==> config.mk <==
export PLATFORM = sky130hd
export DESIGN_NAME = regFile
export DESIGN_NICKNAME = d
export VERILOG_FILES = /design/src/verilog/cpuPkg.sv /design/src/verilog/isaPkg.sv /design/src/verilog/regFile.sv
export SDC_FILE = /design/constraint.sdc
export NUM_CORES = 2
export LEC_CHECK = 0
export BUFFER_PORTS_ARGS = -buffer_cell sky130_fd_sc_hd__buf_2
export CAP_MARGIN = 20
export CELL_PAD_IN_SITES_DETAIL_PLACEMENT = 0
export CELL_PAD_IN_SITES_GLOBAL_PLACEMENT = 1
export CORE_UTILIZATION = 40
export DETAILED_ROUTE_END_ITERATION = 16
export PLACE_DENSITY = 0.7
export SLEW_MARGIN = 20
export SYNTH_ARGS = -nofsm -noshare
export SYNTH_HDL_FRONTEND = slang
export SYNTH_SLANG_ARGS = --single-unit
==> constraint.sdc <==
create_clock -name clk -period 2.7 [get_ports clk]
set_clock_uncertainty 0.2 [all_clocks]
set_input_delay 0.54 -clock clk [delete_from_list [all_inputs] [get_ports clk]]
set_output_delay 0.54 -clock clk [all_outputs]
set_load 0.02 [all_outputs]
==> src/verilog/cpuPkg.sv <==
`default_nettype none

package cpuPkg;

    typedef logic [31:0] wordT;

    typedef enum logic [3:0] {
        aluAdd   = 4'd0,
        aluSub   = 4'd1,
        aluAnd   = 4'd2,
        aluOr    = 4'd3,
        aluXor   = 4'd4,
        aluSlt   = 4'd5,  // Signed compare
        aluSll   = 4'd6,
        aluSrl   = 4'd7,
        aluPassB = 4'd8   // Used by cmov
    } aluOpT;

    // Branch condition, always on rs
    typedef enum logic [2:0] {
        brNone = 3'd0,
        brBz   = 3'd1,
        brBnz  = 3'd2,
        brBltz = 3'd3,
        brBgez = 3'd4,
        brJump = 3'd5
    } brOpT;

endpackage

`default_nettype wire

==> src/verilog/isaPkg.sv <==
`default_nettype none

package isaPkg;

    typedef logic [4:0] regIdxT;

    typedef enum logic [5:0] {
        opR    = 6'h00,  // Register format, operation in func
        opAddi = 6'h01,
        opAndi = 6'h02,
        opOri  = 6'h03,
        opLw   = 6'h04,
        opSw   = 6'h05,
        opBz   = 6'h06,  // Branches test rs only
        opBnz  = 6'h07,
        opBltz = 6'h08,
        opBgez = 6'h09,
        opJump = 6'h0a,  // J format
        opHalt = 6'h3f
    } opcodeT;

    typedef enum logic [4:0] {
        fnAdd  = 5'd0,
        fnSub  = 5'd1,
        fnAnd  = 5'd2,
        fnOr   = 5'd3,
        fnXor  = 5'd4,
        fnSlt  = 5'd5,
        fnSll  = 5'd6,   // Shift amount from rt
        fnSrl  = 5'd7,
        fnCmov = 5'd8    // rd gets the signed min of rs and rt
    } funcT;

    typedef struct packed {
        opcodeT     opcode;
        regIdxT     rs;
        regIdxT     rt;
        regIdxT     rd;
        funcT       func;
        logic [5:0] unused;
    } rFormatT;

    // J offset is {rs, rt, imm16} of this view
    typedef struct packed {
        opcodeT      opcode;
        regIdxT      rs;
        regIdxT      rt;
        logic [15:0] imm16;
    } iFormatT;

    typedef union packed {
        rFormatT rFormat;
        iFormatT iFormat;
    } instrWordT;

endpackage

`default_nettype wire

==> src/verilog/regFile.sv <==
`timescale 1ns/1ps
`default_nettype none

module regFile (
    input  logic           clk,
    input  logic           rstN,
    input  isaPkg::regIdxT rs,
    input  isaPkg::regIdxT rt,
    output cpuPkg::wordT   rdData1,
    output cpuPkg::wordT   rdData2,
    input  logic           wrEn,
    input  isaPkg::regIdxT wrReg,
    input  cpuPkg::wordT   wrData
);
    import cpuPkg::*;

    wordT regs [32];

    always_ff @(posedge clk or negedge rstN) begin
        if (!rstN) begin
            for (int i = 0; i < 32; i++) begin
                regs[i] <= '0;
            end
        end else if (wrEn && wrReg != '0) begin  // r0 stays zero
            regs[wrReg] <= wrData;
        end
    end

    // Write in the same cycle is passed straight to the read
    assign rdData1 = (wrEn && wrReg == rs && rs != '0) ? wrData : regs[rs];
    assign rdData2 = (wrEn && wrReg == rt && rt != '0) ? wrData : regs[rt];

endmodule

`default_nettype wire

# After elaboration in Yosys (flattened, before gate mapping)
# Index checks and enable logic that the tools add are counted.
[op_classes]
magnitude_cmp = 4
n_eq_ne = 2
muxes = 11
bitwise_logic = 3
reduce_logical = 9
[op_table]
columns = ["cell", "n"]
rows = [
  ["bitwise mux 1024 bit", 1],
  ["binary-select mux 32 bit (select 5 bit)", 2],
  ["two-way mux 32 bit", 7],
  ["demux 32 bit (select 5 bit)", 1],
  [">= comparator 6 bit (second input constant)", 3],
  ["inverter 5 -> 6 bit", 3],
  ["nonzero test 5 bit", 3],
  ["== test 5 bit", 2],
  ["logical AND 1 bit", 6],
  ["less-than comparator 6 x 1 -> 1 bit (second input constant)", 1],
]
[totals]
register_bits = 1024
input_bits = 50
out_inout_bits = 64
elab_cells = 61

# Logic depth before layout (Yosys ltp)
[depth]
depth_word = 6
ltp_mapped = 9

# Worst setup path before layout
# No wires, ideal clock.
[synth_timing]
path_type = "input port to output port"
start = "in rs[0]"
end = "out rdData1[30]"
arrival_time_ns = 2.238
required_ns = 1.960
slack_ns = -0.278
path_stages = 9
cell_sequence = "buf_6 > buf_12 > buf_6 > buf_6 > mux4_2 > nor2_1 > a311oi_1 > nor4_2 > nor3_1"
[synth_via]
elab_chain_cells = 5
[synth_rtl]
columns = ["item", "line_no", "source"]
rows = [
  ["from (decl)", "regFile.sv:7", "input isaPkg::regIdxT rs,"],
  ["inverter 5 -> 6 bit (implied by the code)", "regFile.sv:30", "assign rdData1 = (wrEn && wrReg == rs && rs != '0) ? wrData : regs[rs];"],
  ["binary-select mux 32 bit (select 5 bit)", "regFile.sv:30", ""],
  ["two-way mux 32 bit (implied by the code) (2 in a row)", "regFile.sv:30", ""],
  ["two-way mux 32 bit (*)", "regFile.sv:30", ""],
  ["to (decl)", "regFile.sv:9", "output cpuPkg::wordT rdData1,"],
]
# Mark *: on every way between the ends. The rest lies on a longest branch, timed or not. The select of a mux whose other input is x is not followed.

# Final worst setup path
[layout_timing]
start = "in rt[0]"
end = "out rdData2[8]"
[layout_via]
elab_chain_cells = 5
[layout_rtl]
columns = ["item", "line_no", "source"]
rows = [
  ["from (decl)", "regFile.sv:8", "input isaPkg::regIdxT rt,"],
  ["inverter 5 -> 6 bit (implied by the code)", "regFile.sv:31", "assign rdData2 = (wrEn && wrReg == rt && rt != '0) ? wrData : regs[rt];"],
  ["binary-select mux 32 bit (select 5 bit)", "regFile.sv:31", ""],
  ["two-way mux 32 bit (implied by the code) (2 in a row)", "regFile.sv:31", ""],
  ["two-way mux 32 bit (*)", "regFile.sv:31", ""],
  ["to (decl)", "regFile.sv:10", "output cpuPkg::wordT rdData2,"],
]
# Marks and branches as above.

==> impl_metrics.csv <==
group,metric,value,unit
status,outcome,"finished, violations left",
status,violations,"setup timing",
critical_path,end_kind,"output pin",
layout,diodes,0,
die,core_area,133000,um^2
synth,yosysWarnings,0,
synth,synth_area_leaders,"dfrtp_1 48%, mux2_2 21%, mux4_2 21%",
critical_path,crit_chain,"buf_16, buf_12, buf_12, buf_16, buf_12, mux4_2, o22ai_4, nor4_2, mux2_4, buf_6",
critical_path,crit_fanout,8,
critical_path,path_class,"in2out",
pwr,switching_power,0.0128,W
clock_tree,cts_root_buf,"clkbuf_16",
synth,synth-main-ff-cell,"dfrtp_1",
critical_path,critPathMaxStageDelay,0.51,ns
critical_path,cp.arrival,2.47,ns
die,die_h,368,um
critical_path,required,1.96,ns
synth,syn-mean-instance-area,15.5,um^2
die,start_util,40.3,%
timing,fin_ws,-0.513,ns
timing,setup_viol,64,
drt,drc,0,
timing,final.setup.tns,-24.13,ns
clock_tree,cts_tree,"built",
placed_design,dpl_cell_area,60800,um^2
drt,drtIter0Drc,3294,
synth,synth_nets,3514,
placed_design,numPortBuffers,113,
synth,async_reset_ff_share,100,%
layout,largest_register,"regs",
critical_path,startpoint_type,"input port",
clock_tree,clk_path_buf_depth,3,
global_routing,grt_pass1_wl,260,mm
timing,max_slew.worst_pin.slew,0.717,ns
synth,syn-instance-count,3464,
placed_design,gp_congestion,0.840,
synth,synth_area,53700,um^2
global_routing,gr-total-overflow,0,
clock_tree,h-tree-depth,3,
placed_design,place_ws,-0.641,ns
pwr,switching_share,27.0,%
synth,yosysSeqAreaShare,47.7,%
clock_tree,clkSinkCount,1024,
layout,largest_reg_flops,1024,
clock_tree,clkLatencyLatePin,0.71,ns
die,chipWidth,368,um
pwr,leakage,29.3,nW
die,num_rows,134,
die,pin_count,114,
synth,yosys.cell_types.count,41,
drt,via_count,35600,
synth,yosys.area.top_type_share,47.7,%
layout,final_nets,3867,
global_routing,grt_pass1_vias,36500,
timing,maxSlewViolCount,0,
timing,period_needed,3.21,ns
global_routing,grt_max_degree,128,
pwr,irDropWorstVdd,0.000548,V
drt,first_pass_iters,5,
pwr,power_density,692,nW/um^2
pwr,clkPwrFrac,34.4,%
timing,rsz0062_at_grt,"yes",
pwr,pwr-share-seq,43.1,%
timing,fmax,311,MHz
placed_design,dpl.hpwl,113,mm
pwr,combPwrFrac,22.6,%
drt,wl,179,mm
synth,yosysTopAreaCell,"dfrtp_1",
drt,drt-vias-per-instance,6.27,
synth,synth_edf_count,0,
pwr,p_int,0.0345,W
layout,drive_gt1_share,68.2,%
critical_path,worst_path_max_delay_cell,"mux4_2",
timing,slew_headroom,52.2,%
layout,area_growth,27.3,%
global_routing,antenna_found_initial,9,
layout,reg_top3,"regs (1024)",
min_path,min_path_type,"in2reg",
clock_tree,numCtsBuffers,113,
drt,ant_nets,0,
layout,finalInstanceArea,68300,um^2
timing,finalHoldViolCount,0,
synth,ys_seq_elements,1024,
flow_run,max_cap_violations,0,
clock_tree,cts.clk_slew.worst_paths,0.07,ns
synth,synth_commonest_cells,"1024 x dfrtp_1, 1024 x mux2_2, 506 x mux4_2",
timing,period_share,119,%
critical_path,r2r_slack,1.48,ns
drt,wl_per_cell,31.5,um
critical_path,cpMostUsedCell,"buf_12",
global_routing,track_usage,26.3,%
die,die_area,136000,um^2
## final cells by class
| cell class | instances | area [um^2] |
|---|---|---|
| repair buffers | 656 | 8160 |
| well taps | 1768 | 2210 |
| clock buffers | 168 | 3430 |
| multi-input cells | 2022 | 28500 |
| clock inverters | 35 | 459 |
| fillers | 10900 | 65000 |
| flip-flops and latches | 1024 | 25600 |
## through the flow
step | total power (W) | utilization (%) | hold slack, ns | instances
after global routing | 0.0491 | 51.3 | 0.0296 | 5673
after detailed placement | 0.0300 | 45.6 | 0.182 | 5374
after global placement | 0.0297 | 45.6 | 0.178 | 5374
final | 0.0473 | 51.3 | 0.0419 | 5673
after CTS | 0.0472 | 50.6 | 0.000196 | 5637
after floorplan | 0.0270 | - | 0.0444 | 3464
## cells in the final DEF (no fill, tap or decap), types with 4 or more instances in the layout
master,n
dfrtp_1,1024
mux2_2,992
mux4_2,506
buf_4,291
buf_12,186
clkbuf_16,120
o22ai_2,105
o22ai_1,103
buf_6,83
buf_2,48
o22ai_4,44
nand2_1,36
clkbuf_8,35
mux2_4,32
or4_4,31
o21ai_4,28
buf_16,25
clkbuf_1,18
clkinv_2,18
nor4_2,16
nor4_4,15
nand2_4,11
nor2_1,10
bufinv_16,10
buf_8,10
nor2b_1,8
nor2_4,8
nand3b_1,7
nor3_2,6
xnor2_2,4
mux4_1,4
nand3_1,4
clkbuf_4,4
## logic make-up (layout without fill, tap and decap cells)
logic type	after synthesis	after routing	share of synthesized area (%)
multiplexers	1539	1539	43.0
AND/OR/NAND/NOR	185	185	1.94
AO/OA/AOI/OAI	290	290	3.31
XOR/XNOR	8	8	0.131
flip-flops	1024	1024	47.7
buffers and inverters	418	859	3.89
## power by group through the flow
stage / logic (W) / clock network, W / registers [W]
3_3_place_gp: 0.00931 / 0 / 0.0203
2_1_floorplan: 0.00720 / 0 / 0.0198
6_report: 0.0107 / 0.0163 / 0.0204
3_5_place_dp: 0.00951 / 0 / 0.0205
4_1_cts: 0.0104 / 0.0165 / 0.0203
5_1_grt: 0.0113 / 0.0171 / 0.0207
## worst max-delay path, delay by kind of cell
family | cells | cell delay, ns
multiplexers | 2 | 0.79
AO/OA/AOI/OAI | 1 | 0.19
AND/OR/NAND/NOR | 1 | 0.09
buffers and inverters | 6 | 0.82
## routing by layer
layer	wire (um)	track usage (%)
met5	103	0
met4	5900	8.31
met3	12700	4.45
met2	83400	40.9
met1	76700	37.7
## path summary, 6_finish.rpt
kind                              end  cells past startpoint       start
max                        rdData2[8]                     10       rt[0]
min                         regs[718]                      2  wrData[14]
max reg2reg                 regs[402]                      3   regs[402]
min reg2reg                 regs[992]                      0   regs[992]
max in group asynchronous   regs[784]                      3        rstN
min in group asynchronous   regs[223]                      2        rstN
## repair_timing
action / 4_1_cts / 5_1_grt
endpoints found under the setup margin: 64 / 64
hold buffers: 2 / 0
pin swaps: 109 / 62
setup buffers: 60 / 34
gates cloned: 14 / 5
resized for setup: 379 / 106
endpoints found under the hold margin: 342 / 0
Note: power is estimated with default switching activity, not from simulation.
