### src/verilog/cpuPkg.sv
`default_nettype none

package cpuPkg;

    typedef logic [31:0] wordT;

    typedef enum logic [3:0] {
        aluAdd   = 4'd0,
        aluSub   = 4'd1,
        aluAnd   = 4'd2,
        aluOr    = 4'd3,
        aluXor   = 4'd4,
        aluSlt   = 4'd5,  // Signed compare
        aluSll   = 4'd6,
        aluSrl   = 4'd7,
        aluPassB = 4'd8   // Used by cmov
    } aluOpT;

    // Branch condition, always on rs
    typedef enum logic [2:0] {
        brNone = 3'd0,
        brBz   = 3'd1,
        brBnz  = 3'd2,
        brBltz = 3'd3,
        brBgez = 3'd4,
        brJump = 3'd5
    } brOpT;

endpackage

`default_nettype wire

### src/verilog/isaPkg.sv
`default_nettype none

package isaPkg;

    typedef logic [4:0] regIdxT;

    typedef enum logic [5:0] {
        opR    = 6'h00,  // Register format, operation in func
        opAddi = 6'h01,
        opAndi = 6'h02,
        opOri  = 6'h03,
        opLw   = 6'h04,
        opSw   = 6'h05,
        opBz   = 6'h06,  // Branches test rs only
        opBnz  = 6'h07,
        opBltz = 6'h08,
        opBgez = 6'h09,
        opJump = 6'h0a,  // J format
        opHalt = 6'h3f
    } opcodeT;

    typedef enum logic [4:0] {
        fnAdd  = 5'd0,
        fnSub  = 5'd1,
        fnAnd  = 5'd2,
        fnOr   = 5'd3,
        fnXor  = 5'd4,
        fnSlt  = 5'd5,
        fnSll  = 5'd6,   // Shift amount from rt
        fnSrl  = 5'd7,
        fnCmov = 5'd8    // rd gets the signed min of rs and rt
    } funcT;

    typedef struct packed {
        opcodeT     opcode;
        regIdxT     rs;
        regIdxT     rt;
        regIdxT     rd;
        funcT       func;
        logic [5:0] unused;
    } rFormatT;

    // J offset is {rs, rt, imm16} of this view
    typedef struct packed {
        opcodeT      opcode;
        regIdxT      rs;
        regIdxT      rt;
        logic [15:0] imm16;
    } iFormatT;

    typedef union packed {
        rFormatT rFormat;
        iFormatT iFormat;
    } instrWordT;

endpackage

`default_nettype wire

### src/verilog/executeStage.sv
`timescale 1ns/1ps
`default_nettype none

module executeStage (
    input  logic           clk,
    input  logic           rstN,
    input  logic           deValid,
    input  cpuPkg::wordT   deA,
    input  cpuPkg::wordT   deB,
    input  cpuPkg::wordT   deImm,
    input  cpuPkg::aluOpT  deAluOp,
    input  cpuPkg::brOpT   deBrOp,
    input  logic           deAluSrc,
    input  logic           deIsCmov,
    input  logic           deMemRead,
    input  logic           deMemWrite,
    input  logic           deRegWrite,
    input  isaPkg::regIdxT deDestReg,
    input  cpuPkg::wordT   deNextPc,
    output logic           redirect,
    output cpuPkg::wordT   redirectPc,
    output logic           exDestValid,
    output isaPkg::regIdxT exDestReg,
    output logic           emValid,
    output cpuPkg::wordT   emResult,
    output cpuPkg::wordT   emStoreData,
    output logic           emMemRead,
    output logic           emMemWrite,
    output logic           emRegWrite,
    output isaPkg::regIdxT emDestReg
);
    import cpuPkg::*;

    wordT opA;
    wordT opB;
    wordT minAB;
    wordT result;
    logic isBranch;
    logic taken;

    assign isBranch = (deBrOp != brNone);
    assign minAB    = ($signed(deA) < $signed(deB)) ? deA : deB;
    assign opA      = isBranch ? deNextPc : deA;  // Targets are relative to next PC

    always_comb begin
        if (deIsCmov)      opB = minAB;
        else if (deAluSrc) opB = deB;
        else if (isBranch) opB = deImm << 2;  // Word offset
        else               opB = deImm;
    end

    always_comb begin
        case (deAluOp)
            aluAdd:   result = opA + opB;
            aluSub:   result = opA - opB;
            aluAnd:   result = opA & opB;
            aluOr:    result = opA | opB;
            aluXor:   result = opA ^ opB;
            aluSlt:   result = {31'b0, $signed(opA) < $signed(opB)};
            aluSll:   result = opA << opB[4:0];
            aluSrl:   result = opA >> opB[4:0];
            aluPassB: result = opB;
            default:  result = opA + opB;
        endcase
    end

    always_comb begin
        case (deBrOp)
            brBz:    taken = (deA == '0);
            brBnz:   taken = (deA != '0);
            brBltz:  taken = deA[31];
            brBgez:  taken = !deA[31];
            brJump:  taken = 1'b1;
            default: taken = 1'b0;
        endcase
    end

    assign redirect    = deValid && taken;
    assign redirectPc  = result;
    assign exDestValid = deValid && deRegWrite && (deDestReg != '0);
    assign exDestReg   = deDestReg;

    always_ff @(posedge clk or negedge rstN) begin
        if (!rstN) emValid <= 1'b0;
        else       emValid <= deValid;
    end

    always_ff @(posedge clk) begin
        emResult    <= result;
        emStoreData <= deB;
        emMemRead   <= deMemRead;
        emMemWrite  <= deMemWrite;
        emRegWrite  <= deRegWrite;
        emDestReg   <= deDestReg;
    end

endmodule

`default_nettype wire

### config.mk
export PLATFORM = sky130hd
export DESIGN_NAME = executeStage
export DESIGN_NICKNAME = d
export VERILOG_FILES = /design/src/verilog/cpuPkg.sv /design/src/verilog/isaPkg.sv /design/src/verilog/executeStage.sv
export SDC_FILE = /design/constraint.sdc
export NUM_CORES = 1
export LEC_CHECK = 0
export BUFFER_PORTS_ARGS = -buffer_cell sky130_fd_sc_hd__buf_2
export CAP_MARGIN = 15
export CELL_PAD_IN_SITES_DETAIL_PLACEMENT = 2
export CELL_PAD_IN_SITES_GLOBAL_PLACEMENT = 2
export CORE_MARGIN = 2
export CORE_UTILIZATION = 29
export CTS_CLUSTER_DIAMETER = 30
export DETAILED_ROUTE_END_ITERATION = 16
export PLACE_DENSITY_LB_ADDON = 0.3
export REMOVE_ABC_BUFFERS = 1
export SYNTH_ARGS = -nofsm -noshare
export SYNTH_HDL_FRONTEND = slang
export SYNTH_SLANG_ARGS = --single-unit
### constraint.sdc
create_clock -name clk -period 5.8 [get_ports clk]
set_input_delay 0.29 -clock clk [delete_from_list [all_inputs] [get_ports clk]]
set_output_delay 0.29 -clock clk [all_outputs]
set_load 0.01 [all_outputs]
---- Word-level counts from Yosys, hierarchy flattened ----
Cells that the tools add are included.
operators by class
  $add $sub $neg .......................... 2
  magnitude comparators ................... 2
  eq/ne operators ......................... 13
  shift operators ......................... 2
  muxes and demuxes ....................... 7
  bitwise gates (word level) .............. 3
  reductions and logical operators ........ 8
operators by type and width
  kind                                                 number
  case mux 32 bit (8 select lines)                     1
  2-to-1 mux 32 bit                                    5
  less-than comparator 32 bit                          2
  adder 32 bit                                         1
  bitwise AND 32 bit                                   1
  zero test 32 bit                                     1
  OR 32 bit                                            1
  nonzero test 32 bit                                  1
  << shifter 32 x 5 -> 32 bit                          1
  right shift 32 x 5 -> 32 bit                         1
  subtractor 32 bit                                    1
  XOR 32 bit                                           1
  equality test 4 x 3 -> 1 bit, second input constant  4
  equality test 4 x 2 -> 1 bit, second input constant  2
  equality test 3 x 2 -> 1 bit, second input constant  2
  equality test 3 bit, second input constant           2
  case mux 1 bit (5 select lines)                      1
  nonzero test 5 bit                                   1
  equality test 4 x 1 -> 1 bit, second input constant  1
  equality test 4 bit, second input constant           1
  equality test 3 x 1 -> 1 bit, second input constant  1
  logical AND 1 bit                                    3
  nonzero test 3 bit                                   1
  zero test 1 bit                                      1
storage, ports and cells
  bits in registers ....................... 73
  bits of input ports ..................... 148
  output and inout bits ................... 112
  logic and storage cells ................. 44

---- Longest topological paths before layout ----
  depth after elaboration ................. 6
  gate-level depth with buffers ........... 28
  gate-level depth less buffers ........... 23

---- Worst setup path after synthesis ----
OpenSTA, ideal clock, no wires.
  path kind ............................... input to output
  from .................................... input port deB[19]
  to ...................................... output port redirectPc[29]
  arrival ................................. 5.333 ns
  required time ........................... 5.510 ns
  setup slack ............................. 0.177 ns
  stages on the path ...................... 24
  path buffers ............................ 3
  cells stage by stage .................... inv_1 -> ha_1 -> a21oi_1 -> o21ai_1 -> a211o_1 -> a21bo_1 -> a211o_1 -> and2_1 -> o221ai_2 -> buf_4 -> buf_2 -> buf_2 -> ha_1 -> o21bai_1 -> a21oi_1 -> o21ai_0 -> a41oi_1 -> o31ai_1 -> a41oi_1 -> a2111oi_0 -> o311a_1 -> mux2i_1 -> o21ai_1 -> a211o_1
on the way
  longest elaborated chain between the ends .. 5
  elaborated cells on any way between the ends .. 12
  classes of those cells .................. 2 x add/sub; 1 x order compare; 2 x shift; 4 x mux; 3 x bitwise
RTL lines
  item                                        RTL line                                RTL
  start, declared                             executeStage.sv:9                       input cpuPkg::wordT deB,
  less-than comparator 32 bit                 executeStage.sv:42                      assign minAB = ($signed(deA) < $signed(deB)) ? deA : deB;
  2-to-1 mux 32 bit                           executeStage.sv:42
  2-to-1 mux 32 bit (*)                       executeStage.sv:46                      if (deIsCmov) opB = minAB;
  adder 32 bit, or another cell as far along  executeStage.sv:54, executeStage.sv:63
  case mux 32 bit (8 select lines) (*)        executeStage.sv:53                      case (deAluOp)
  end, declared                               executeStage.sv:21                      output cpuPkg::wordT redirectPc,
Every way passes the cells marked *; elsewhere a longest branch is shown, timed or not.

---- Worst setup path in the final report ----
  from .................................... input port deA[14]
  to ...................................... output port redirectPc[30]
on the way
  longest elaborated chain between the ends .. 5
  elaborated cells on any way between the ends .. 12
  classes of those cells .................. 2 x add/sub; 1 x order compare; 2 x shift; 4 x mux; 3 x bitwise
RTL lines
  item                                        RTL line                                RTL
  start, declared                             executeStage.sv:8                       input cpuPkg::wordT deA,
  less-than comparator 32 bit                 executeStage.sv:42
  2-to-1 mux 32 bit                           executeStage.sv:42
  2-to-1 mux 32 bit                           executeStage.sv:46
  adder 32 bit, or another cell as far along  executeStage.sv:54, executeStage.sv:63
  case mux 32 bit (8 select lines) (*)        executeStage.sv:53
Marked as above.

==> results.json <==
{
  "max_clock_freq_ghz": 0.1618,
  "crit_required_ns": 5.51,
  "fillers": 4574,
  "dp_hpwl_um": 55950,
  "grt_pass1_vias": 17210,
  "p_leak_nw": 8.350,
  "finalSetupViolations": 20,
  "synth_area_sq_um": 11840,
  "drt-vias-per-instance": 6.152,
  "use_met1": 0.4188,
  "violations": "setup timing",
  "async_flop_share": 0.01370,
  "rsz0062_at_grt": "yes",
  "cts_made_buffers": 9,
  "place_ws_ns": -0.7305,
  "final_max_slew_viol_count": 0,
  "finalInstanceArea_sq_um": 17280,
  "use_met2": 0.5839,
  "vdd_drop_max_mv": 0.1746,
  "min_to": "emDestReg[3]",
  "crit_path_max_incr_delay_ns": 0.44,
  "finalWirelength_um": 82560,
  "top_usage_layer": "met2",
  "synth_ff_type": "dfxtp_1",
  "grt_overflow": 0,
  "ys_seq_area_frac": 0.1238,
  "place_area_sq_um": 15560,
  "htreeDepth": 3,
  "max_cap_viol_count": 0,
  "crit_top_cell": "buf_4",
  "io_buffers": 259,
  "crit_slowest_cell": "o31ai_4",
  "path_clk_slew_ns": 0.08,
  "dieArea_sq_um": 42470,
  "multi_input_area_sq_um": 10390,
  "ios": 260,
  "p_per_area_nw_per_um2": 247.2,
  "start_util": 0.2921,
  "die_height_um": 206.1,
  "final_antenna_net_count": 0,
  "final-seq-area_sq_um": 1466,
  "area_growth_pct": 45.86,
  "avgSynthCellArea_sq_um": 7.458,
  "fin_crit_sh": 1.066,
  "path_max_fanout": 28,
  "synth_edf_count": 0,
  "synth_seq_cells": 73,
  "period_minus_slack_ns": 6.181,
  "ys_types": 84,
  "clock-sinks": 73,
  "crit_arrival_ns": 5.89,
  "grt_max_degree": 50,
  "tritoncts": "done",
  "outcome": "complete, but fails checks",
  "die_w_um": 206.1,
  "place.gp.congestion": 0.9601,
  "slew_headroom": 0.2756,
  "min_path_type": "primary input to flip-flop",
  "core_sq_um": 40550,
  "final_common_cell": "buf_4",
  "grt_pass1_wl_um": 110200,
  "antenna_found_initial": 8,
  "p_total_w": 0.004270,
  "final_cell_mix": "buf_4 (319), buf_2 (248), mux2i_1 (189), nand2_1 (169), inv_1 (109)",
  "root_buffer": "clkbuf_16",
  "worst_pin_slew_ns": 1.081,
  "clockBufferDepth": 2,
  "startpoint": "deA[14]",
  "route.detailed.drc": 0,
  "hold_viol_final": 0,
  "drt_iter0_markers": 1339,
  "drive_gt1_frac": 0.3810,
  "holdPathStages": 1,
  "use_met3": 0.07379,
  "end_kind": "output pin",
  "synthCells": 1588,
  "path_class": "primary input to output pin",
  "yosysWarningCount": 0,
  "worstHoldStart": "deDestReg[3]",
  "num_rows": 74,
  "cp-start-kind": "primary input",
  "avgRoutedWirePerCell_um": 31.45,
  "fin_nets": 2362,
  "vias": 16150,
  "track_usage": 0.3478,
  "worst_slack_ns": -0.3810,
  "firstDrtPassIters": 5
}
[layer usage]
metal | share of wire | routed length [um]
met1 | 0.39 | 32540
met2 | 0.47 | 38930
met5 | 0.0011 | 92
met3 | 0.072 | 5981
met4 | 0.061 | 5015
[power by group]
part           total [W]  internal, W  switching, W  leakage (nW)
combinational    0.00301      0.00121       0.00180          7.58
clock           0.000650     0.000337      0.000313         0.146
sequential      0.000606     0.000586     0.0000207         0.619
[synth_stat cells, types with 6 or more instances]
library cell,instances,share of area
mux2i_1,189,0.16
nand2_1,172,0.055
ha_1,128,0.14
inv_1,123,0.039
nor2_1,110,0.035
a21oi_1,108,0.046
dfxtp_1,72,0.12
o21ai_0,54,0.023
clkbuf_1,53,0.017
nand3_1,53,0.022
nor3_1,35,0.015
o221ai_1,35,0.026
a221oi_1,33,0.024
buf_2,27,0.011
a21o_1,21,0.013
a211oi_1,19,0.012
o21bai_1,19,0.012
o221a_2,19,0.018
o211ai_1,18,0.011
nand2b_1,15,0.0079
a221o_1,14,0.012
o22ai_1,14,0.0074
xnor2_1,14,0.010
and2_1,13,0.0069
nor4_1,13,0.0069
a22oi_1,12,0.0076
buf_4,12,0.0076
and3_1,11,0.0058
nand4_1,11,0.0058
nor2b_1,10,0.0053
a211o_1,9,0.0067
buf_1,9,0.0029
o21ai_1,9,0.0038
mux2_2,8,0.0076
or3_1,8,0.0042
buf_6,6,0.0057
o22a_1,6,0.0044
[through the flow]
| stage | util | setup TNS (ns) | hold WS [ns] | instances |
|---|---|---|---|---|
| 2_1_floorplan | - | -86.57 | -0.005591 | 1479 |
| 3_3_place_gp | 0.3838 | -8.320 | 0.07884 | 2570 |
| 3_5_place_dp | 0.3838 | -13.84 | 0.08155 | 2570 |
| 4_1_cts | 0.4037 | -0.09677 | 0.003485 | 2599 |
| 5_1_grt | 0.4257 | -4.866 | -0.0001885 | 2621 |
| 6_report | 0.4260 | -2.341 | 0.009025 | 2625 |
[cells by family after synthesis]
logic type | count (synthesis) | share of synthesized area
AND/OR/NAND/NOR | 468 | 0.1809
AO/OA/AOI/OAI | 464 | 0.2848
buffers and inverters | 235 | 0.08789
multiplexers | 200 | 0.1707
adder cells (fa/ha/maj) | 130 | 0.1386
flip-flops | 73 | 0.1238
XOR/XNOR | 18 | 0.01331
[flip-flops by register name, summed over array words and instances, names as in the netlist]
signal       cells
emMemRead        1
emDestReg        5
emRegWrite       1
emStoreData     32
emResult        32
emValid          1
emMemWrite       1
[timing repair]
item	in CTS	in global routing
buffers inserted	6	22
hold buffers	8	0
endpoints found under the setup margin	27	29
pin swaps	24	78
endpoints found under the hold margin	8	0
resized for setup	83	140
[cell type report]
| class | count | share of cell area |
|---|---|---|
| Multi-Input combinational cell | 1280 | 0.6014 |
| Timing Repair Buffer | 594 | 0.2287 |
| Sequential cell | 73 | 0.08488 |
| Tap cell | 532 | 0.03853 |
| Inverter | 126 | 0.02839 |
| Clock buffer | 9 | 0.01304 |
| Clock inverter | 7 | 0.004490 |
| Antenna cell | 4 | 0.0005794 |
[critical path: cells and delay by family]
family / cells / cell delay (ns)
AND/OR/NAND/NOR: 8 / 1.18
AO/OA/AOI/OAI: 10 / 2.55
buffers and inverters: 9 / 1.35
adder cells (fa/ha/maj): 2 / 0.52
[how the worst max path moves through the flow]
stage,to,slack [ns],cells past startpoint
floorplan,redirectPc[30],-2.05,23
global placement,redirectPc[31],-0.63,26
detailed placement,redirectPc[29],-0.73,24
CTS,redirectPc[31],-0.05,27
global route,redirectPc[30],-0.49,30
finish,redirectPc[30],-0.38,29
(Power assumes the default switching activity.)
