==> config.mk <==
export PLATFORM = sky130hd
export DESIGN_NAME = decodeStage
export DESIGN_NICKNAME = d
export VERILOG_FILES = /design/src/verilog/cpuPkg.sv /design/src/verilog/isaPkg.sv /design/src/verilog/decodeStage.sv
export SDC_FILE = /design/constraint.sdc
export NUM_CORES = 1
export LEC_CHECK = 0
export BUFFER_PORTS_ARGS = -buffer_cell sky130_fd_sc_hd__buf_2
export CAP_MARGIN = 5
export CORE_MARGIN = 8
export CORE_UTILIZATION = 37
export DETAILED_ROUTE_END_ITERATION = 16
export PLACE_DENSITY = 0.78
export REMOVE_ABC_BUFFERS = 1
export SLEW_MARGIN = 5
export SYNTH_ARGS = -nofsm -noshare
export SYNTH_HDL_FRONTEND = slang
export SYNTH_SLANG_ARGS = --single-unit
==> constraint.sdc <==
create_clock -name clk -period 1.1 [get_ports clk]
set_input_delay 0.11 -clock clk [delete_from_list [all_inputs] [get_ports clk]]
set_output_delay 0.11 -clock clk [all_outputs]
set_load 0.02 [all_outputs]
==> src/verilog/cpuPkg.sv <==
`default_nettype none

package cpuPkg;

    typedef logic [31:0] wordT;

    typedef enum logic [3:0] {
        aluAdd   = 4'd0,
        aluSub   = 4'd1,
        aluAnd   = 4'd2,
        aluOr    = 4'd3,
        aluXor   = 4'd4,
        aluSlt   = 4'd5,  // Signed compare
        aluSll   = 4'd6,
        aluSrl   = 4'd7,
        aluPassB = 4'd8   // Used by cmov
    } aluOpT;

    // Branch condition, always on rs
    typedef enum logic [2:0] {
        brNone = 3'd0,
        brBz   = 3'd1,
        brBnz  = 3'd2,
        brBltz = 3'd3,
        brBgez = 3'd4,
        brJump = 3'd5
    } brOpT;

endpackage

`default_nettype wire

==> src/verilog/isaPkg.sv <==
`default_nettype none

package isaPkg;

    typedef logic [4:0] regIdxT;

    typedef enum logic [5:0] {
        opR    = 6'h00,  // Register format, operation in func
        opAddi = 6'h01,
        opAndi = 6'h02,
        opOri  = 6'h03,
        opLw   = 6'h04,
        opSw   = 6'h05,
        opBz   = 6'h06,  // Branches test rs only
        opBnz  = 6'h07,
        opBltz = 6'h08,
        opBgez = 6'h09,
        opJump = 6'h0a,  // J format
        opHalt = 6'h3f
    } opcodeT;

    typedef enum logic [4:0] {
        fnAdd  = 5'd0,
        fnSub  = 5'd1,
        fnAnd  = 5'd2,
        fnOr   = 5'd3,
        fnXor  = 5'd4,
        fnSlt  = 5'd5,
        fnSll  = 5'd6,   // Shift amount from rt
        fnSrl  = 5'd7,
        fnCmov = 5'd8    // rd gets the signed min of rs and rt
    } funcT;

    typedef struct packed {
        opcodeT     opcode;
        regIdxT     rs;
        regIdxT     rt;
        regIdxT     rd;
        funcT       func;
        logic [5:0] unused;
    } rFormatT;

    // J offset is {rs, rt, imm16} of this view
    typedef struct packed {
        opcodeT      opcode;
        regIdxT      rs;
        regIdxT      rt;
        logic [15:0] imm16;
    } iFormatT;

    typedef union packed {
        rFormatT rFormat;
        iFormatT iFormat;
    } instrWordT;

endpackage

`default_nettype wire

==> src/verilog/decodeStage.sv <==
`timescale 1ns/1ps
`default_nettype none

module decodeStage (
    input  logic              clk,
    input  logic              rstN,
    input  logic              fdValid,
    input  isaPkg::instrWordT fdInstr,
    input  cpuPkg::wordT      fdNextPc,
    input  logic              exDestValid,
    input  isaPkg::regIdxT    exDestReg,
    output isaPkg::regIdxT    rs,
    output isaPkg::regIdxT    rt,
    input  cpuPkg::wordT      rdData1,
    input  cpuPkg::wordT      rdData2,
    input  logic              redirect,
    output logic              stall,
    output logic              deValid,
    output cpuPkg::wordT      deA,
    output cpuPkg::wordT      deB,
    output cpuPkg::wordT      deImm,
    output cpuPkg::aluOpT     deAluOp,
    output cpuPkg::brOpT      deBrOp,
    output logic              deAluSrc,
    output logic              deIsCmov,
    output logic              deMemRead,
    output logic              deMemWrite,
    output logic              deRegWrite,
    output isaPkg::regIdxT    deDestReg,
    output cpuPkg::wordT      deNextPc
);
    import isaPkg::*;
    import cpuPkg::*;

    opcodeT      opcode;
    funcT        func;
    regIdxT      rd;
    logic [25:0] jOffset;
    aluOpT       aluOp;
    brOpT        brOp;
    wordT        imm;
    logic        aluSrc;   // 1 selects register B
    logic        isCmov;
    logic        memRead;
    logic        memWrite;
    logic        regWrite;
    logic        useRd;
    logic        useRs;
    logic        useRt;
    logic        immJ;
    logic        isHalt;

    assign opcode  = fdInstr.iFormat.opcode;
    assign rs      = fdInstr.iFormat.rs;
    assign rt      = fdInstr.iFormat.rt;
    assign rd      = fdInstr.rFormat.rd;
    assign func    = fdInstr.rFormat.func;
    assign jOffset = {fdInstr.iFormat.rs, fdInstr.iFormat.rt, fdInstr.iFormat.imm16};

    always_comb begin
        aluOp    = aluAdd;
        brOp     = brNone;
        aluSrc   = 1'b0;
        isCmov   = 1'b0;
        memRead  = 1'b0;
        memWrite = 1'b0;
        regWrite = 1'b0;
        useRd    = 1'b0;
        useRs    = 1'b1;
        useRt    = 1'b0;
        immJ     = 1'b0;
        isHalt   = 1'b0;
        case (opcode)
            opR: begin
                aluSrc   = 1'b1;
                useRd    = 1'b1;
                useRt    = 1'b1;
                regWrite = 1'b1;
                case (func)
                    fnAdd:   aluOp = aluAdd;
                    fnSub:   aluOp = aluSub;
                    fnAnd:   aluOp = aluAnd;
                    fnOr:    aluOp = aluOr;
                    fnXor:   aluOp = aluXor;
                    fnSlt:   aluOp = aluSlt;
                    fnSll:   aluOp = aluSll;
                    fnSrl:   aluOp = aluSrl;
                    fnCmov: begin
                        aluOp  = aluPassB;  // Execute puts the minimum on B
                        isCmov = 1'b1;
                    end
                    default: regWrite = 1'b0;
                endcase
            end
            opAddi: regWrite = 1'b1;
            opAndi: begin
                aluOp    = aluAnd;
                regWrite = 1'b1;
            end
            opOri: begin
                aluOp    = aluOr;
                regWrite = 1'b1;
            end
            opLw: begin
                memRead  = 1'b1;
                regWrite = 1'b1;
            end
            opSw: begin
                memWrite = 1'b1;
                useRt    = 1'b1;  // Store data
            end
            opBz:   brOp = brBz;
            opBnz:  brOp = brBnz;
            opBltz: brOp = brBltz;
            opBgez: brOp = brBgez;
            opJump: begin
                brOp  = brJump;
                immJ  = 1'b1;
                useRs = 1'b0;
            end
            opHalt: begin
                isHalt = 1'b1;
                useRs  = 1'b0;
            end
            default: useRs = 1'b0;  // Unknown opcode runs as a no-op
        endcase
    end

    assign imm = immJ ? {{6{jOffset[25]}}, jOffset}
                      : {{16{fdInstr.iFormat.imm16[15]}}, fdInstr.iFormat.imm16};

    // No forwarding, so wait for the producer to reach writeback
    assign stall = fdValid && exDestValid
                   && ((useRs && rs == exDestReg) || (useRt && rt == exDestReg));

    always_ff @(posedge clk or negedge rstN) begin
        if (!rstN) deValid <= 1'b0;
        else       deValid <= fdValid && !stall && !redirect && !isHalt;
    end

    always_ff @(posedge clk) begin
        deA        <= rdData1;
        deB        <= rdData2;
        deImm      <= imm;
        deAluOp    <= aluOp;
        deBrOp     <= brOp;
        deAluSrc   <= aluSrc;
        deIsCmov   <= isCmov;
        deMemRead  <= memRead;
        deMemWrite <= memWrite;
        deRegWrite <= regWrite;
        deDestReg  <= useRd ? rd : rt;
        deNextPc   <= fdNextPc;
    end

endmodule

`default_nettype wire

Word-level counts from Yosys, hierarchy flattened
Cells that the tools add are included.
Operators by class
  equality and inequality tests: 21
  reduce and logical (&&, ||, !) cells: 17
  mux-type cells: 15
Operators by type and width (count)
  $mux 32: 1
  $pmux 4 s8: 1
  $eq 6x3->1 const B: 4
  $eq 5x3->1 const B: 4
  $eq 6x4->1 const B: 3
  $pmux 3 s5: 1
  $eq 6x2->1 const B: 2
  $pmux 4 s3: 1
  $eq 5x2->1 const B: 2
  $eq 5x5->1: 2
  $reduce_or 10->1: 1
  $mux 1: 9
  $reduce_or 9->1: 1
  $logic_and 1x1->1: 7
  $eq 6x1->1 const B: 1
  $eq 6x6->1 const B: 1
  $logic_not 6->1: 1
  $eq 5x1->1 const B: 1
  $eq 5x4->1 const B: 1
  $logic_not 5->1: 1
  $mux 5: 1
  $reduce_or 4->1: 1
  $logic_not 1->1: 3
  $pmux 1 s2: 1
  2 further kinds: 2
Word-level totals
  output and inout port bits: 157
  bits of input ports: 138
  bits in registers: 146
  word-level logic and storage cells: 66

Depth between registers and ports, before layout
  depth after elaboration: 10
  mapped depth: 5
  mapped depth without buffers: 4

Worst setup path after synthesis
OpenSTA, ideal clock, no wires.
  path kind: input to register
  start: input fdInstr[30] (netlist name)
  end: register deDestReg[0]
  path buffers: 1
  setup time: 121 ps
  required time: 979 ps
  stages on the path: 5
  arrival: 1445 ps
  slack: -466 ps
  path through: or2_4 or3_4 or3_1 buf_6 mux2_4
On the way
  longest elaborated chain between the ends: 3
Ends and longest elaborated chain
  from (decl): RTL line decodeStage.sv:8  | input isaPkg::instrWordT fdInstr,
  $logic_not 6->1: RTL line decodeStage.sv:73  | case (opcode)
  $mux 1: RTL line decodeStage.sv:73
  $mux 5: RTL line decodeStage.sv:152  | deDestReg <= useRd ? rd : rt;
  to (signal assigned): RTL line decodeStage.sv:152
  to (decl): RTL line decodeStage.sv:29  | output isaPkg::regIdxT deDestReg,
Every way passes these cells.
A chain may end at the register's enable or synchronous reset.

Worst setup path after layout
  start: input exDestReg[1]
  end: register deValid
On the way
  longest elaborated chain between the ends: 8
  elaborated cells on any way between the ends: 10
  classes of those cells: eq/ne: 2; reduce/logical: 8
Ends and longest elaborated chain
  from (decl): RTL line decodeStage.sv:11  | input isaPkg::regIdxT exDestReg,
  $eq 5x5->1: RTL line decodeStage.sv:134  | && ((useRs && rs == exDestReg) || (useRt && rt == exDestReg));
  $logic_and 1x1->1: RTL line decodeStage.sv:134
  $logic_or 1x1->1 (*): RTL line decodeStage.sv:134
  $logic_and 1x1->1 (*): RTL line decodeStage.sv:134
  $logic_not 1->1 (*): RTL line decodeStage.sv:138  | else deValid <= fdValid && !stall && !redirect && !isHalt;
  $logic_and 1x1->1 (*) (3 in a row): RTL line decodeStage.sv:138
  to (signal assigned): RTL line decodeStage.sv:138
  to (decl): RTL line decodeStage.sv:18  | output logic deValid,
Every way passes the cells marked *; elsewhere a longest branch is shown, timed or not.

==> metrics.log <==
[metrics] run status: finished, violations left
[metrics] violations in the final reports: negative setup slack
[metrics] CTS tree: yes
[metrics] total detailed-routing wirelength: 20160 um
[metrics] worst-case headroom to the max-slew limit: 76.90%
[metrics] initial antenna violation count: 4
[metrics] number of max-cap violations: 0
[metrics] Cell Count Post-Placement: 670
[metrics] maximum operating frequency: 0.6991 GHz
[metrics] Starting Density: 38.00%
[metrics] RePlAce Congestion: 0.8379
[metrics] area of the placeable core: 9240 um^2
[metrics] number of synthesized register bits: 140
[metrics] Arrival @ worst endpoint: 1820 ps
[metrics] number of setup violations in the final report: 24
[metrics] Static Leakage: 3.869 nW
[metrics] average via count per standard cell: 4.616
[metrics] CP Launch Type: input pin
[metrics] Max Slew Vio Count: 0
[metrics] H-tree level count: 4
[metrics] Max FO, Critical Path: 2
[metrics] total DRC errors in the routed layout: 0
[metrics] Post-layout nets: 836
[metrics] Layout Cells excl Fill: 844
[metrics] overall die height: 113.4 um
[metrics] slew at the pin with the worst max-slew slack: 343.8 ps
[metrics] wire length of the first global-routing pass: 25560 um
[metrics] total global-route track usage: 26.40%
[metrics] type of destination of the critical path: flip-flop
[metrics] gate count after technology mapping: 240
[metrics] layout-stage area growth over the synthesis result: 131.4%
[metrics] Initial DRT Pass Iterations: 4
[metrics] overall die area: 12860 um^2
[metrics] share of the clock period used by the worst path after layout: 130.0%
[metrics] post-synthesis instance area: 3511 um^2
[metrics] Final Hold Vio Count: 0
[metrics] total of buffers placed on input and output ports: 294
[metrics] number of routed nets with antenna violations: 0
[metrics] number of placement rows: 35
[metrics] largest net degree at the start of global routing: 17
[metrics] wire length per cell: 23.89 um
[metrics] cts bufs inserted: 17
[metrics] final critical delay including setup and external delays: 1430 ps
[metrics] cell chosen for the clock root: clkbuf_8
[metrics] unrepaired setup endpoints after global routing: yes
[metrics] post-route setup slack: -330.4 ps
[metrics] number of buffers on the longest clock path: 2
[metrics] number of sinks on the clock net: 140
[metrics] power per cell area: 1630 nW/um^2
[metrics] via count of the first global-routing pass: 4394
[metrics] sequential share of the synthesized area: 79.97%
[metrics] Post-DP HPWL: 10010 um
[metrics] number of distinct library cells after synthesis: 28
[metrics] critical path start-end classification: input pin to flip-flop
[metrics] instance count along the most critical hold path: 4
[metrics] required time of the worst setup path: 1490 ps
[metrics] number of primary I/O pins: 295
[metrics] die width: 113.4 um
[metrics] worst setup timing slack at the placement stage: -617.2 ps
[metrics] count of warnings emitted by yosys: 0
[metrics] class of the most critical hold timing path: input pin to flip-flop
[metrics] GRT Residual Overflow: 0
[metrics] worst IR drop on VDD: 1.174 mV
[metrics] clock-pin slew reported for the worst setup and hold paths after clock tree synthesis: 70 ps
[metrics] layout cells sized above 1: 65.96%
[metrics] vias after detailed routing: 3896
[metrics] drt initial violations: 142
[metrics] per-instance average area after synthesis: 14.63 um^2
## per-stage QoR
step                      TNS (ps)  cell area, um^2  power (mW)  hold WS (ps)  utilization [%]
final                        -1782             8124       13.24         56.59            87.92
after floorplan              -8561             3361       5.983        -185.6                -
after detailed placement     -7552             5211       6.721        -110.2            56.40
after CTS                    -1389             7505       12.72        -33.03            81.22
after global placement       -7162             5211       6.697        -113.8            56.40
after global routing         -3574             8124       13.63         52.25            87.92
## what timing repair did
item / 4_1_cts / 5_1_grt
hold buffers: 131 / 0
hold endpoints to repair: 138 / 0
pin swaps: 4 / 0
setup buffers: 5 / 1
setup endpoints to repair: 99 / 132
gates cloned: 1 / 0
gates resized for setup: 129 / 235
## layout by cell type (no fill, tap or decap), types with 4 or more instances in the layout
master and n:
clkbuf_16 16, xor2_1 10, dfxtp_1 47, diode_2 4, a41o_1 10, buf_2 146
buf_4 69, buf_6 115, nor2_1 6, inv_1 4, nand2_1 5, dfxtp_2 91
nor3_1 6, dlygate4sd3_1 131, mux2_4 5, inv_8 5
## critical path, stage by stage
cell and delay, ps:
buf_6 90, xor2_1 160, nor4_2 320, buf_4 170, nand4_1 120, buf_4 170
buf_4 130, buf_4 130, buf_4 120, buf_4 120, o21a_1 180
## report_power, final
part           switching, mW  internal, mW  leakage, nW  total [mW]
logic                  0.905          1.09         2.41        1.99
registers              0.159          5.37         1.18        5.52
clock network           2.55          3.17        0.278        5.72
## cells by family after synthesis
group / after synthesis / synth area share (%)
AOI/OAI and AO/OA: 22 / 4.811
xor gates and xnor gates: 12 / 2.994
buffers and inverters: 26 / 4.704
DFF: 140 / 79.97
muxes: 5 / 2.138
and+or+nand+nor: 35 / 5.382
## area by class of cell
| class | instances | area (um^2) |
|---|---|---|
| inverters | 4 | 15.01 |
| fillers | 391 | 1116 |
| diodes | 4 | 10.01 |
| clock inverters | 14 | 152.6 |
| clock buffers | 18 | 427.9 |
| well taps | 129 | 161.4 |
| repair buffers | 461 | 3855 |
| flip-flops and latches | 140 | 2925 |
| multi-input cells | 74 | 576.8 |
## final timing paths
kind	from	to	slack [ps]
max in group asynchronous	rstN	deValid	510
max	exDestReg[1]	deValid	-330
min in group asynchronous	rstN	deValid	490
min	fdInstr[26]	deMemWrite	60
## sequential cells by signal, indices dropped and copies added, names as in the netlist
signal,cells
deA,32
deB,32
deNextPc,32
deImm,26
deDestReg,5
deAluOp,4
deBrOp,3
deAluSrc,1
deIsCmov,1
deMemRead,1
deMemWrite,1
deRegWrite,1
deValid,1
## Yosys cell counts (all sizes together)
cell type	n	area (um^2)
or3	3	23.77
clkbuf	4	15.01
o21a	1	7.510
inv	4	15.01
xor2	10	87.58
nand4	3	18.77
a21oi	5	25.02
a41o	10	100.1
nand2	5	18.77
nor2b	3	18.77
xnor2	2	17.52
mux2	5	75.07
dfxtp	139	2783
nor2	7	26.28
o21ai	2	10.01
dfrtp	1	25.02
and3	1	6.260
and4	1	8.760
nor3	6	30.03
or2	1	8.760
nor4	3	18.77
o21bai	1	7.510
a31oi	3	18.77
buf	18	135.1
nand3	2	10.01
## routing by layer
metal	GRT usage (%)	up-vias	part of all wire, %
met5	0	-	0
li1	-	1710	-
met2	54.25	241	56
met3	8.505	56	7.6
met4	11.99	0	3.9
met1	21.96	1889	32
No activity file was read; power rests on OpenSTA's default activity.
